`src/uart_pkg.sv`:
```
package uart_pkg;

    localparam int NB_DATA = 8;   // Data bits per frame
    localparam int SB_TICK = 16;  // One stop bit

    // Host command bytes
    localparam logic [NB_DATA-1:0] CMD_LOAD = 8'h4C;
    localparam logic [NB_DATA-1:0] CMD_RUN  = 8'h52;

endpackage

```
`src/uart_tx.sv`:
```
`timescale 1ns/10ps

module uart_tx (
    input  logic                         i_clk,
    input  logic                         i_reset,
    input  logic                         i_tx_start,
    input  logic                         i_tick,
    input  logic [uart_pkg::NB_DATA-1:0] i_data,
    output logic                         o_done_tx,
    output logic                         o_tx
);
    import uart_pkg::*;

    localparam int NB_NCOUNT = $clog2(NB_DATA);

    localparam logic [1:0] ST_IDLE  = 2'd0;
    localparam logic [1:0] ST_START = 2'd1;
    localparam logic [1:0] ST_DATA  = 2'd2;
    localparam logic [1:0] ST_STOP  = 2'd3;

    logic [1:0]           state;
    logic [3:0]           s_count;
    logic [NB_NCOUNT-1:0] n_count;
    logic [NB_DATA-1:0]   shift;

    assign o_done_tx = (state == ST_IDLE);  // Idle level

    always_ff @(posedge i_clk) begin
        if (i_reset) begin
            state   <= ST_IDLE;
            s_count <= '0;
            n_count <= '0;
            o_tx    <= 1'b1;
        end else begin
            case (state)
                ST_IDLE: begin
                    if (i_tx_start) begin
                        state   <= ST_START;
                        s_count <= '0;
                        shift   <= i_data;
                        o_tx    <= 1'b0;
                    end
                end
                ST_START: begin
                    if (i_tick) begin
                        if (s_count == 4'd15) begin
                            state   <= ST_DATA;
                            s_count <= '0;
                            n_count <= '0;
                            o_tx    <= shift[0];
                        end else begin
                            s_count <= s_count + 1'b1;
                        end
                    end
                end
                ST_DATA: begin
                    if (i_tick) begin
                        if (s_count == 4'd15) begin
                            s_count <= '0;
                            shift   <= shift >> 1;
                            if (n_count == NB_NCOUNT'(NB_DATA - 1)) begin
                                state <= ST_STOP;
                                o_tx  <= 1'b1;
                            end else begin
                                n_count <= n_count + 1'b1;
                                o_tx    <= shift[1];  // Next bit after the shift
                            end
                        end else begin
                            s_count <= s_count + 1'b1;
                        end
                    end
                end
                default: begin
                    if (i_tick) begin
                        if (s_count == 4'(SB_TICK - 1)) begin
                            state <= ST_IDLE;
                        end else begin
                            s_count <= s_count + 1'b1;
                        end
                    end
                end
            endcase
        end
    end

    a_idle_line_high : assert property (
        @(posedge i_clk) disable iff (i_reset) o_done_tx |-> o_tx
    );

endmodule

```
`config.mk`:
```
export PLATFORM = sky130hd
export DESIGN_NAME = uart_tx
export DESIGN_NICKNAME = d
export VERILOG_FILES = /design/src/uart_pkg.sv /design/src/uart_tx.sv
export SDC_FILE = /design/constraint.sdc
export NUM_CORES = 1
export LEC_CHECK = 0
export ABC_CLOCK_PERIOD_IN_PS = 6300
export BUFFER_PORTS_ARGS = -buffer_cell sky130_fd_sc_hd__clkbuf_2
export CORE_MARGIN = 3
export CORE_UTILIZATION = 30
export DETAILED_ROUTE_END_ITERATION = 12
export PLACE_DENSITY = 0.58
export SLEW_MARGIN = 20
export SYNTH_ARGS = -nofsm -noshare
export SYNTH_HDL_FRONTEND = slang
export SYNTH_SLANG_ARGS = --single-unit
```
`constraint.sdc`:
```
create_clock -name i_clk -period 6.3 [get_ports i_clk]
set_input_delay 1.26 -clock i_clk [delete_from_list [all_inputs] [get_ports i_clk]]
set_output_delay 1.26 -clock i_clk [all_outputs]
set_load 0.03 [all_outputs]
```
* Word-level counts from Yosys, hierarchy flattened
Cells that the tools add are included.
** Storage, ports and cells
- Bits in registers :: 18
- Input bits :: 12
- Output and inout bits :: 2
- Logic and storage cells :: 65
** Cells by class
- Add/sub/neg operators :: 2
- Eq/ne operators :: 13
- Multiplexer cells :: 32
- Bitwise logic cells :: 1
- Reduce and logical (&&, ||, !) cells :: 12
** Operator list (count)
- 8-bit 2-to-1 mux :: 3
- 4-bit 2-to-1 mux :: 5
- 2-bit 2-to-1 mux :: 8
- 8-bit case mux with 2 select lines :: 1
- 3-bit 2-to-1 mux :: 5
- 2-bit inequality test (second input constant) :: 7
- 6-bit AND reduction :: 2
- 4-bit case mux with 2 select lines :: 1
- 8-bit AND reduction :: 1
- 2-bit nonzero test :: 4
- 1-bit 2-to-1 mux :: 6
- 2-bit case mux with 3 select lines :: 1
- 3-bit case mux with 2 select lines :: 1
- 5-bit AND reduction :: 1
- 4-bit by 1-bit adder with 4-bit output (second input constant) :: 1
- 4-bit == test (second input constant) :: 1
- 4-bit AND reduction :: 1
- 3-bit by 1-bit adder with 3-bit output (second input constant) :: 1
- 3-bit == test (second input constant) :: 1
- 3-bit inequality test (second input constant) :: 1
- 1-bit case mux with 3 select lines :: 1
- 3-bit nonzero test :: 1
- 2-bit by 1-bit == test with 1-bit output (second input constant) :: 1
- 2-bit == test (second input constant) :: 1
- 4 further kinds :: 4

* Depth between registers and ports, before layout
Gate-level depths: netlist of the first run.
- Depth after elaboration :: 5
- Mapped depth :: 6
- Gate-level depth less buffers :: 6

* Least setup slack after synthesis of the first run
No wires, ideal clock.
- Kind :: input-to-reg
- From :: in i_reset
- To :: reg shift[0], enable pin
- Setup time :: 419 ps
- Data arrival time :: 2825 ps
- Data required time :: 5881 ps
- Path slack :: 3056 ps
- Cell stages on the path :: 2
- Path buffers :: 1
- Cells stage by stage :: clkbuf_1 > a2111oi_0
** Between the ends
- Cells in the longest elaborated chain, start to end :: 2
** Ends and longest elaborated chain
- from (decl) :: line uart_tx.sv:5 : input logic i_reset,
- 1-bit NOT (no line)
- 5-bit AND reduction (no line)
- to (signal assigned) :: line uart_tx.sv:40 : shift <= i_data;
- to (signal assigned) :: line uart_tx.sv:60 : shift <= shift >> 1;
- to (decl) :: line uart_tx.sv:24 : logic [NB_DATA-1:0] shift;
No other way between the ends.
A chain may end at the register's enable or synchronous reset.

* Final worst setup path of the first run
- From :: reg state[0]
- To :: out o_done_tx
** Between the ends
- Cells in the longest elaborated chain, start to end :: 1
** Ends and longest elaborated chain
- from (decl) :: line uart_tx.sv:21 : logic [1:0] state;
- from (signal assigned) :: line uart_tx.sv:30 : state <= ST_IDLE;
- from (signal assigned) :: line uart_tx.sv:38 : state <= ST_START;
- from (signal assigned) :: line uart_tx.sv:47 : state <= ST_DATA;
- 2-bit logical NOT :: line uart_tx.sv:26 : assign o_done_tx = (state == ST_IDLE);
- to (decl) :: line uart_tx.sv:9 : output logic o_done_tx,
No other way between the ends.

==> flow_summary.json, run 1 <==
{
  "status": "complete, no violations",
  "drc": 0,
  "clkTransAtPathRegs_ns": 0.10,
  "ios": 14,
  "place_inst": 162,
  "via_count": 814,
  "stdcell_count": 166,
  "rr_endpoint": "state[1]$_SDFFE_PP0P_",
  "startpoint_type": "flip-flop",
  "peakVddDrop_v": 0.000120,
  "layout.nets": 143,
  "tns_ns": 0,
  "yosysWarnings": 0,
  "grt_pass1_wl_mm": 3.72,
  "hold_depth": 2,
  "netlist_area_um2": 1090,
  "cts_hold_buffers": 0,
  "max_slew.worst_pin.slew_ns": 0.662,
  "hp-class": "flip-flop to flip-flop",
  "first_pass_iters": 4,
  "fin_skew_ns": 0.000631,
  "cts_resized": 0,
  "grt_pass1_vias": 836,
  "start_util": 0.319,
  "dieArea_um2": 4390,
  "via_per_inst": 4.90,
  "hold_start": "n_count[1]$_SDFFE_PP0P_",
  "pwr-share-seq": 0.378,
  "cts_buffers": 3,
  "critical_path_class": "flip-flop to output port",
  "fp.dieW_um": 66.3,
  "drive_above_1_share": 0.242,
  "reg2reg_depth": 6,
  "finalPower_w": 0.000439,
  "antenna_left": 0,
  "htree_num_levels": 1,
  "power_density_nw_per_um2": 352,
  "cts_buffer_depth": 2,
  "cp_max_fo": 5,
  "detail_route.wirelength_mm": 2.14,
  "slew-limit-headroom": 0.559,
  "synth-seq-area-share": 0.404,
  "cts_sinks": 18,
  "rows": 21,
  "place.gp.congestion": 0.802,
  "pwr-share-clk": 0.132,
  "synthCells": 106,
  "cts_setup_buffers": 0,
  "required_ns": 5.04,
  "ys_types": 30,
  "yosys.area.top_type_share": 0.220,
  "power.switching_w": 0.000174,
  "min_to": "n_count[1]$_SDFFE_PP0P_",
  "clk_latency_ns": 0.29,
  "antenna_found_initial": 0,
  "synth_area_leaders": "edfxtp_1 (22%), dfxtp_1 (18%), ha_1 (11%), mux2_2 (7.2%), a21oi_1 (4.6%)",
  "diodes": 0,
  "portBuffers": 13,
  "root_buffer": "clkbuf_4",
  "drv_slew": 0,
  "track_usage": 0.110,
  "rrSetupSlack_ns": 4.16,
  "syn2layout_area_growth_pct": 14.4,
  "dp_hpwl_mm": 1.69,
  "period_needed_ns": 2.58,
  "synthesis.nets": 128,
  "grt_max_degree": 15,
  "post-route-period-util": 0.410,
  "overflow": 0,
  "first_iter_violations": 31,
  "fmax_ghz": 0.387,
  "syn_area_per_cell_um2": 10.3,
  "end_kind": "output port",
  "swShare": 0.397,
  "core-area_um2": 3420,
  "p_int_w": 0.000264,
  "ys_ff_latch": 18,
  "worstPathArrival_ns": 1.32,
  "rsz0062_at_grt": "no",
  "die_h_um": 66.3,
  "p_comb_frac": 0.490,
  "yosysTopAreaCell": "edfxtp_1",
  "p_leak_nw": 0.452,
  "cts_tree": "built",
  "wl_per_cell_um": 12.9,
  "reg2reg_from": "state[0]$_SDFFE_PP0P_",
  "drv_cap": 0,
  "hold_violations": 0,
  "setup_viol": 0
}
-- per-stage QoR --
stage / hold slack, ns / cell area (µm²) / utilization / setup WS [ns]
CTS: 0.474 / 1230 / 0.361 / 3.68
detailed placement: 0.457 / 1210 / 0.353 / 3.37
global placement: 0.443 / 1210 / 0.353 / 3.46
finish: 0.470 / 1250 / 0.365 / 3.72
floorplan: 0.436 / 1090 / - / 3.06
global route: 0.498 / 1250 / 0.365 / 3.62
-- kinds of logic (layout without fill, tap and decap cells) --
family                   count (synthesis)  count (layout)  synth area share
AO/OA/AOI/OAI                           24              24             0.178
adder cells (fa/ha/maj)                 10              10             0.115
buffers and inverters                    7              21            0.0241
flip-flops                              18              18             0.404
multiplexers                            12              12             0.118
AND/OR/NAND/NOR                         35              35             0.161
-- worst max path at each step --
stage	startpoint	to	slack, ns	depth (start not counted)
3_5_place_dp	i_tick	shift[4]$_DFFE_PP_	3.37	3
6_report	state[0]$_SDFFE_PP0P_	o_done_tx	3.72	3
2_1_floorplan	i_reset	shift[0]$_DFFE_PP_	3.06	2
5_1_grt	state[0]$_SDFFE_PP0P_	o_done_tx	3.62	3
4_1_cts	i_tick	shift[6]$_DFFE_PP_	3.68	3
3_3_place_gp	i_tick	shift[0]$_DFFE_PP_	3.46	3
-- area by class of cell --
type	instances	area [µm²]
Fill cell	361	2170
Multi-Input combinational cell	81	642
Sequential cell	18	440
Timing Repair Buffer	13	65.1
Tap cell	46	57.6
Clock buffer	3	22.5
Inverter	4	15.0
Clock inverter	1	3.75
-- synthesized netlist by cell type --
master / count
a2111oi_0: 1
a2111oi_4: 1
a21oi_1: 10
a21oi_2: 1
a311oi_1: 1
a41oi_1: 1
and2b_1: 1
and3_2: 1
clkbuf_1: 3
dfxtp_1: 10
edfxtp_1: 8
ha_1: 10
inv_1: 4
mux2_2: 7
mux2i_1: 5
nand2_1: 13
nand2b_1: 4
nand3_1: 1
nand4_1: 2
nor2_1: 5
nor2b_1: 2
nor3_1: 2
o2111ai_1: 2
o2111ai_4: 1
o211ai_1: 1
o21a_1: 2
o21ai_0: 3
or2_1: 2
or2_2: 1
or3b_1: 1
-- power by group through the flow --
stage	Sequential, W	Combinational [W]	Clock (W)
after floorplan	0.000170	0.000160	0
after global placement	0.000168	0.000208	0
after detailed placement	0.000169	0.000213	0
after CTS	0.000166	0.000215	0.0000626
after global routing	0.000170	0.000239	0.0000679
final	0.000166	0.000215	0.0000581
-- flip-flops by register name, indices dropped and copies added (netlist names) --
register  count
shift         8
s_count       4
state         2
n_count       3
o_tx          1
-- metal layers --
layer  up-vias  wire [µm]  track usage  part of all wire
li1        415          -            -                 -
met1       372       1010        0.138              0.47
met2        23       1020        0.187              0.48
met3         4         85       0.0204             0.040
met4         0         24       0.0381             0.011
met5         -          0            0                 0
-- cell usage in the layout (no fill, tap or decap) --
cell type	count
or2_2	1
nand4_1	2
nand3_1	1
or3b_1	1
nor3_1	2
and2b_1	1
a21oi_2	1
nand2b_1	4
ha_1	10
a2111oi_4	2
mux2i_1	5
clkinv_1	1
dfxtp_1	10
mux2_2	7
edfxtp_1	8
o2111ai_4	1
o2111ai_1	2
a41oi_1	1
nor2_1	5
or2_1	2
o21a_1	2
nor2b_1	2
clkbuf_4	3
and3_2	1
o211ai_1	1
clkbuf_2	13
inv_1	4
nand2_1	13
o21ai_0	3
a21oi_1	10
a311oi_1	1
-- worst max-delay path, cell delays in order (launching register included) --
cell      delay [ns]
dfxtp_1         0.42
inv_1           0.12
ha_1            0.28
clkbuf_2        0.21
(Power assumes the default switching activity.)
==> inputs of run 2 (changes only) <==
ABC_CLOCK_PERIOD_IN_PS = 2700   (was 6300)
clock period = 2.7 ns   (was 6.3 ns; I/O delays follow)
==> run 2 against run 1 <==
Sequential power grew 130%. Worst setup slack lost 3.1 ns. Cell area shrank 0.40%. Utilization shrank 0.15 points. Worst hold slack lost 0.0084 ns. Power grew 130%. Non-clock buffer count grew 1.
==> flow_summary.json, run 2 (synthesis results as in run 1) <==
{
  "worst_path_max_delay_cell": "dfxtp_1",
  "diodes": 0,
  "first_iter_violations": 21,
  "start_util": 0.319,
  "portBuffers": 13,
  "layout.nets": 144,
  "met3_usage": 0.0374,
  "cts_buffer_depth": 2,
  "via_count": 800,
  "antenna_left": 0,
  "use_met1": 0.135,
  "grt_max_degree": 15,
  "cts_resized": 0,
  "largest_register_ffs": 8,
  "use_met2": 0.193,
  "top_usage_layer": "met2",
  "grt_pass1_wl_mm": 3.75,
  "worst_hold_slack_ns": 0.462,
  "first_pass_iters": 4,
  "hold_depth": 2,
  "cp_max_fo": 12,
  "min_to": "n_count[2]$_SDFFE_PP0P_",
  "clk_latency_ns": 0.29,
  "hold_start": "n_count[2]$_SDFFE_PP0P_",
  "dp_slack_ns": 0.655,
  "grt_pass1_vias": 826,
  "dp_hpwl_mm": 1.66,
  "dieArea_um2": 4390,
  "period_needed_ns": 2.07,
  "final_cell_mix": "nand2_1 (13), clkbuf_2 (13), a21oi_1 (10), ha_1 (10), dfxtp_1 (10)",
  "reg2reg_depth": 6,
  "reg2reg_from": "state[0]$_SDFFE_PP0P_",
  "place.gp.congestion": 0.788,
  "path_delay_family": "compound AO/OA/AOI/OAI gates",
  "end_kind": "flip-flop",
  "reg.largest.list": "shift: 8 flops, s_count: 4 flops, n_count: 3 flops",
  "root_buffer": "clkbuf_4",
  "cts_setup_buffers": 0,
  "drv_slew": 0,
  "stdcell_count": 167,
  "rsz0062_at_grt": "no",
  "die_h_um": 66.3,
  "required_ns": 2.91,
  "fin_skew_ns": 0.00834,
  "rows": 21,
  "cts_hold_buffers": 0,
  "critical_path_class": "flip-flop to flip-flop",
  "peakVddDrop_v": 0.000369,
  "drc": 0,
  "drv_cap": 0,
  "tns_ns": 0,
  "antenna_found_initial": 0,
  "rr_endpoint": "state[0]$_SDFFE_PP0P_",
  "htree_num_levels": 1,
  "rrSetupSlack_ns": 0.63,
  "layout_setup_ws_ns": 0.626,
  "regMostFlops": "shift",
  "drive_above_1_share": 0.248,
  "max_slew.worst_pin.slew_ns": 0.493,
  "path_buf_inv": 1,
  "path_cells": "inv_1 > ha_1 > nor2_1 > a21oi_1 > a2111oi_4 > mux2i_1",
  "place_inst": 163,
  "worstPathArrival_ns": 2.29,
  "core-area_um2": 3420,
  "setup_viol": 0,
  "slowest_delay_ns": 0.42,
  "cts_buffers": 3,
  "clkTransAtPathRegs_ns": 0.10,
  "cts_sinks": 18,
  "fp.dieW_um": 66.3,
  "hp-class": "flip-flop to flip-flop",
  "slew-limit-headroom": 0.671,
  "power_density_nw_per_um2": 818,
  "status": "complete, no violations",
  "via_per_inst": 4.79,
  "hold_violations": 0,
  "p_leak_nw": 0.455,
  "cts_tree": "built",
  "detail_route.wirelength_mm": 2.11,
  "fmax_ghz": 0.482,
  "startpoint_type": "flip-flop",
  "wl_per_cell_um": 12.7,
  "syn2layout_area_growth_pct": 13.9,
  "post-route-period-util": 0.768,
  "track_usage": 0.114,
  "ios": 14,
  "overflow": 0
}
## run 2: cell types whose count changed in the layout (fill, tap and decap cells not counted), sizes merged
cell    change
clkinv      -1
buf         +1
clkbuf      +1
## run 2: metal layers
| layer | vias up | share of wire |
|---|---|---|
| li1 | 414 | - |
| met1 | 362 | 0.47 |
| met2 | 22 | 0.47 |
| met3 | 2 | 0.053 |
| met4 | 0 | 0.0071 |
| met5 | - | 0 |
## run 2: worst reg2reg max path, stage by stage, from the launching register on
cell,delay [ns]
dfxtp_1,0.42
inv_1,0.12
ha_1,0.39
nor2_1,0.34
a21oi_1,0.16
a2111oi_4,0.36
mux2i_1,0.22
## run 2: stage by stage
stage               power [W]   util  instance area, µm²
CTS                   0.00103  0.363                1240
global route          0.00110  0.363                1240
global placement     0.000875  0.356                1210
detailed placement   0.000892  0.356                1210
floorplan            0.000770      -                1090
finish                0.00101  0.363                1240
## run 2: worst max path at each step
| stage | from | end | slack [ns] | cells past startpoint |
|---|---|---|---|---|
| 2_1_floorplan | state[0]$_SDFFE_PP0P_ | shift[0]$_DFFE_PP_ | 0.26 | 4 |
| 3_3_place_gp | state[0]$_SDFFE_PP0P_ | state[0]$_SDFFE_PP0P_ | 0.72 | 6 |
| 3_5_place_dp | state[0]$_SDFFE_PP0P_ | state[1]$_SDFFE_PP0P_ | 0.65 | 6 |
| 4_1_cts | state[0]$_SDFFE_PP0P_ | state[1]$_SDFFE_PP0P_ | 0.62 | 6 |
| 5_1_grt | state[0]$_SDFFE_PP0P_ | state[0]$_SDFFE_PP0P_ | 0.40 | 6 |
| 6_report | state[0]$_SDFFE_PP0P_ | state[0]$_SDFFE_PP0P_ | 0.63 | 6 |
## run 2: layout make-up
cell class,count,area (µm²)
Timing Repair Buffer,14,72.6
Multi-Input combinational cell,81,629
Inverter,4,15.0
Clock buffer,4,26.3
Fill cell,353,2170
Sequential cell,18,440
Tap cell,46,57.6
## run 2: power breakdown
| group | internal [W] | leakage [nW] | switching (W) |
|---|---|---|---|
| Combinational | 0.000210 | 0.284 | 0.000284 |
| Sequential | 0.000354 | 0.156 | 0.0000324 |
| Clock | 0.0000573 | 0.0150 | 0.0000775 |
| Total | 0.000621 | 0.455 | 0.000394 |
==> inputs of run 3 (changes only) <==
ABC_CLOCK_PERIOD_IN_PS = 1700   (was 2700)
PLACE_DENSITY = 0.6   (was 0.58)
clock period = 1.7 ns   (was 2.7 ns; I/O delays follow)
==> run 3 against run 2 <==
Flip-flop and latch count unchanged. First-iteration DRC count down 33%. Power up 76%. Sequential share of layout area down 2.9 points. Wire length up 3.8%. Non-clock buffer count up 11. Critical path depth down 1. Worst setup slack worse by 0.57 ns. Clock power up 68%. Utilization up 4.0 points. Critical path type unchanged. Highest routed layer unchanged.
==> flow_summary.json, run 3 (synthesis results as in run 1) <==
{
  "clkTransAtPathRegs_ns": 0.11,
  "first_iter_violations": 14,
  "dieArea_um2": 4390,
  "first_pass_iters": 4,
  "status": "complete, no violations",
  "slowest_delay_ns": 0.37,
  "core-area_um2": 3420,
  "start_util": 0.319,
  "final_cell_mix": "nand2_1 (13), clkbuf_2 (13), buf_4 (11), a21oi_1 (10), edfxtp_1 (8)",
  "ios": 14,
  "die_h_um": 66.3,
  "path_delay_family": "flip-flops",
  "antenna_found_initial": 0,
  "portBuffers": 13,
  "drive_above_1_share": 0.394,
  "cts_buffer_depth": 2,
  "wl_per_cell_um": 12.3,
  "track_usage": 0.108,
  "detail_route.wirelength_mm": 2.20,
  "place.gp.congestion": 0.818,
  "syn2layout_area_growth_pct": 26.4,
  "rrSetupSlack_ns": 0.05,
  "rows": 21,
  "cp_max_fo": 8,
  "largest_register_ffs": 8,
  "p_leak_nw": 0.525,
  "root_buffer": "clkbuf_4",
  "layout.nets": 155,
  "fmax_ghz": 0.607,
  "via_per_inst": 4.86,
  "startpoint_type": "flip-flop",
  "worstPathArrival_ns": 1.67,
  "tns_ns": 0,
  "reg2reg_depth": 5,
  "critPathCapture": "shift[3]$_DFFE_PP_",
  "max_slew.worst_pin.slew_ns": 0.336,
  "path_depth": 5,
  "cts_tree": "built",
  "regMostFlops": "shift",
  "reg2reg_from": "state[1]$_SDFFE_PP0P_",
  "hp-class": "input port to flip-flop",
  "grt_max_degree": 14,
  "path_cells": "buf_4 > ha_2 > mux2i_1 > a2111oi_4 > buf_6",
  "grt_pass1_wl_mm": 3.70,
  "grt_pass1_vias": 856,
  "drc": 0,
  "htree_num_levels": 1,
  "end_kind": "flip-flop",
  "fp.dieW_um": 66.3,
  "reg.largest.list": "shift: 8 flops, s_count: 4 flops, n_count: 3 flops",
  "cts_sinks": 18,
  "antenna_left": 0,
  "via_count": 865,
  "diodes": 0,
  "rsz0062_at_grt": "yes",
  "worst_path_max_delay_cell": "dfxtp_4",
  "dp_hpwl_mm": 1.69,
  "hold_violations": 0,
  "period_needed_ns": 1.65,
  "worst_hold_slack_ns": 0.318,
  "peakVddDrop_v": 0.000773,
  "rr_endpoint": "shift[3]$_DFFE_PP_",
  "fin_skew_ns": 0.00318,
  "post-route-period-util": 0.969,
  "critical_path_class": "flip-flop to flip-flop",
  "fillCellCount": 357,
  "drv_cap": 0,
  "drv_slew": 0,
  "power_density_nw_per_um2": 1290,
  "critPathLaunch": "state[1]$_SDFFE_PP0P_",
  "cts_buffers": 3,
  "slew-limit-headroom": 0.776,
  "path_buf_inv": 2,
  "clk_latency_ns": 0.30,
  "setup_viol": 0,
  "overflow": 0,
  "required_ns": 1.72
}
## run 3: cell types whose count changed in the layout (fill, tap and decap cells not counted), moves of 2 or more
cell     change
inv_1        -2
buf_4       +10
ha_2         +2
ha_1         -3
inv_2        +2
dfxtp_1      -3
dfxtp_4      +2
## run 3: worst reg2reg max path: stages (launching register included)
cell and delay (ns):
dfxtp_4 0.37, buf_4 0.13, ha_2 0.20, mux2i_1 0.16, a2111oi_4 0.32, buf_6 0.19
## run 3: layout make-up
| type | instances | area [µm²] | area share |
|---|---|---|---|
| Multi-Input combinational cell | 81 | 671 | 0.487 |
| Sequential cell | 18 | 449 | 0.326 |
| Timing Repair Buffer | 25 | 159 | 0.115 |
| Tap cell | 46 | 57.6 | 0.0418 |
| Clock buffer | 3 | 22.5 | 0.0163 |
| Inverter | 4 | 15.0 | 0.0109 |
| Clock inverter | 1 | 3.75 | 0.00272 |
## run 3: metrics by stage
stage | util | total power (W) | area [µm²] | setup slack (ns) | instances
finish | 0.403 | 0.00178 | 1380 | 0.0530 | 178
global route | 0.403 | 0.00192 | 1380 | -0.0242 | 178
CTS | 0.398 | 0.00180 | 1360 | 0.0134 | 177
detailed placement | 0.389 | 0.00155 | 1330 | 0.0147 | 173
global placement | 0.389 | 0.00153 | 1330 | 0.0714 | 173
floorplan | - | 0.00131 | 1150 | 0.0157 | 106
## run 3: per-layer routing
layer	vias up	track usage	wire length, µm
li1	437	-	-
met1	406	0.127	995
met2	20	0.191	1090
met3	2	0.0323	98
met4	0	0.0254	11
met5	-	0	0
## run 3: power breakdown
group	switching (W)	internal, W	leakage, nW
registers	0.0000430	0.000570	0.158
logic	0.000498	0.000446	0.351
clock network	0.000141	0.0000856	0.0154
total	0.000682	0.00110	0.525
## run 3: worst min path at each step
stage | startpoint | to | slack (ns) | depth (start not counted)
after CTS | i_data[7] | shift[7]$_SDFFCE_PN0P_ | 0.31 | 2
after floorplan | n_count[1]$_SDFFE_PP0P_ | n_count[1]$_SDFFE_PP0P_ | 0.44 | 2
after global routing | i_data[7] | shift[7]$_SDFFCE_PN0P_ | 0.32 | 2
after global placement | n_count[2]$_SDFFE_PP0P_ | n_count[2]$_SDFFE_PP0P_ | 0.44 | 2
final | i_data[7] | shift[7]$_SDFFCE_PN0P_ | 0.32 | 2
after detailed placement | n_count[1]$_SDFFE_PP0P_ | n_count[1]$_SDFFE_PP0P_ | 0.45 | 2
## run 3: repair_timing
action | CTS | global route
resized for setup | 1 | 5
pin swaps | 0 | 3
hold buffers | 0 | 0
endpoints found under the setup margin | 8 | 13
buffers inserted | 0 | 1
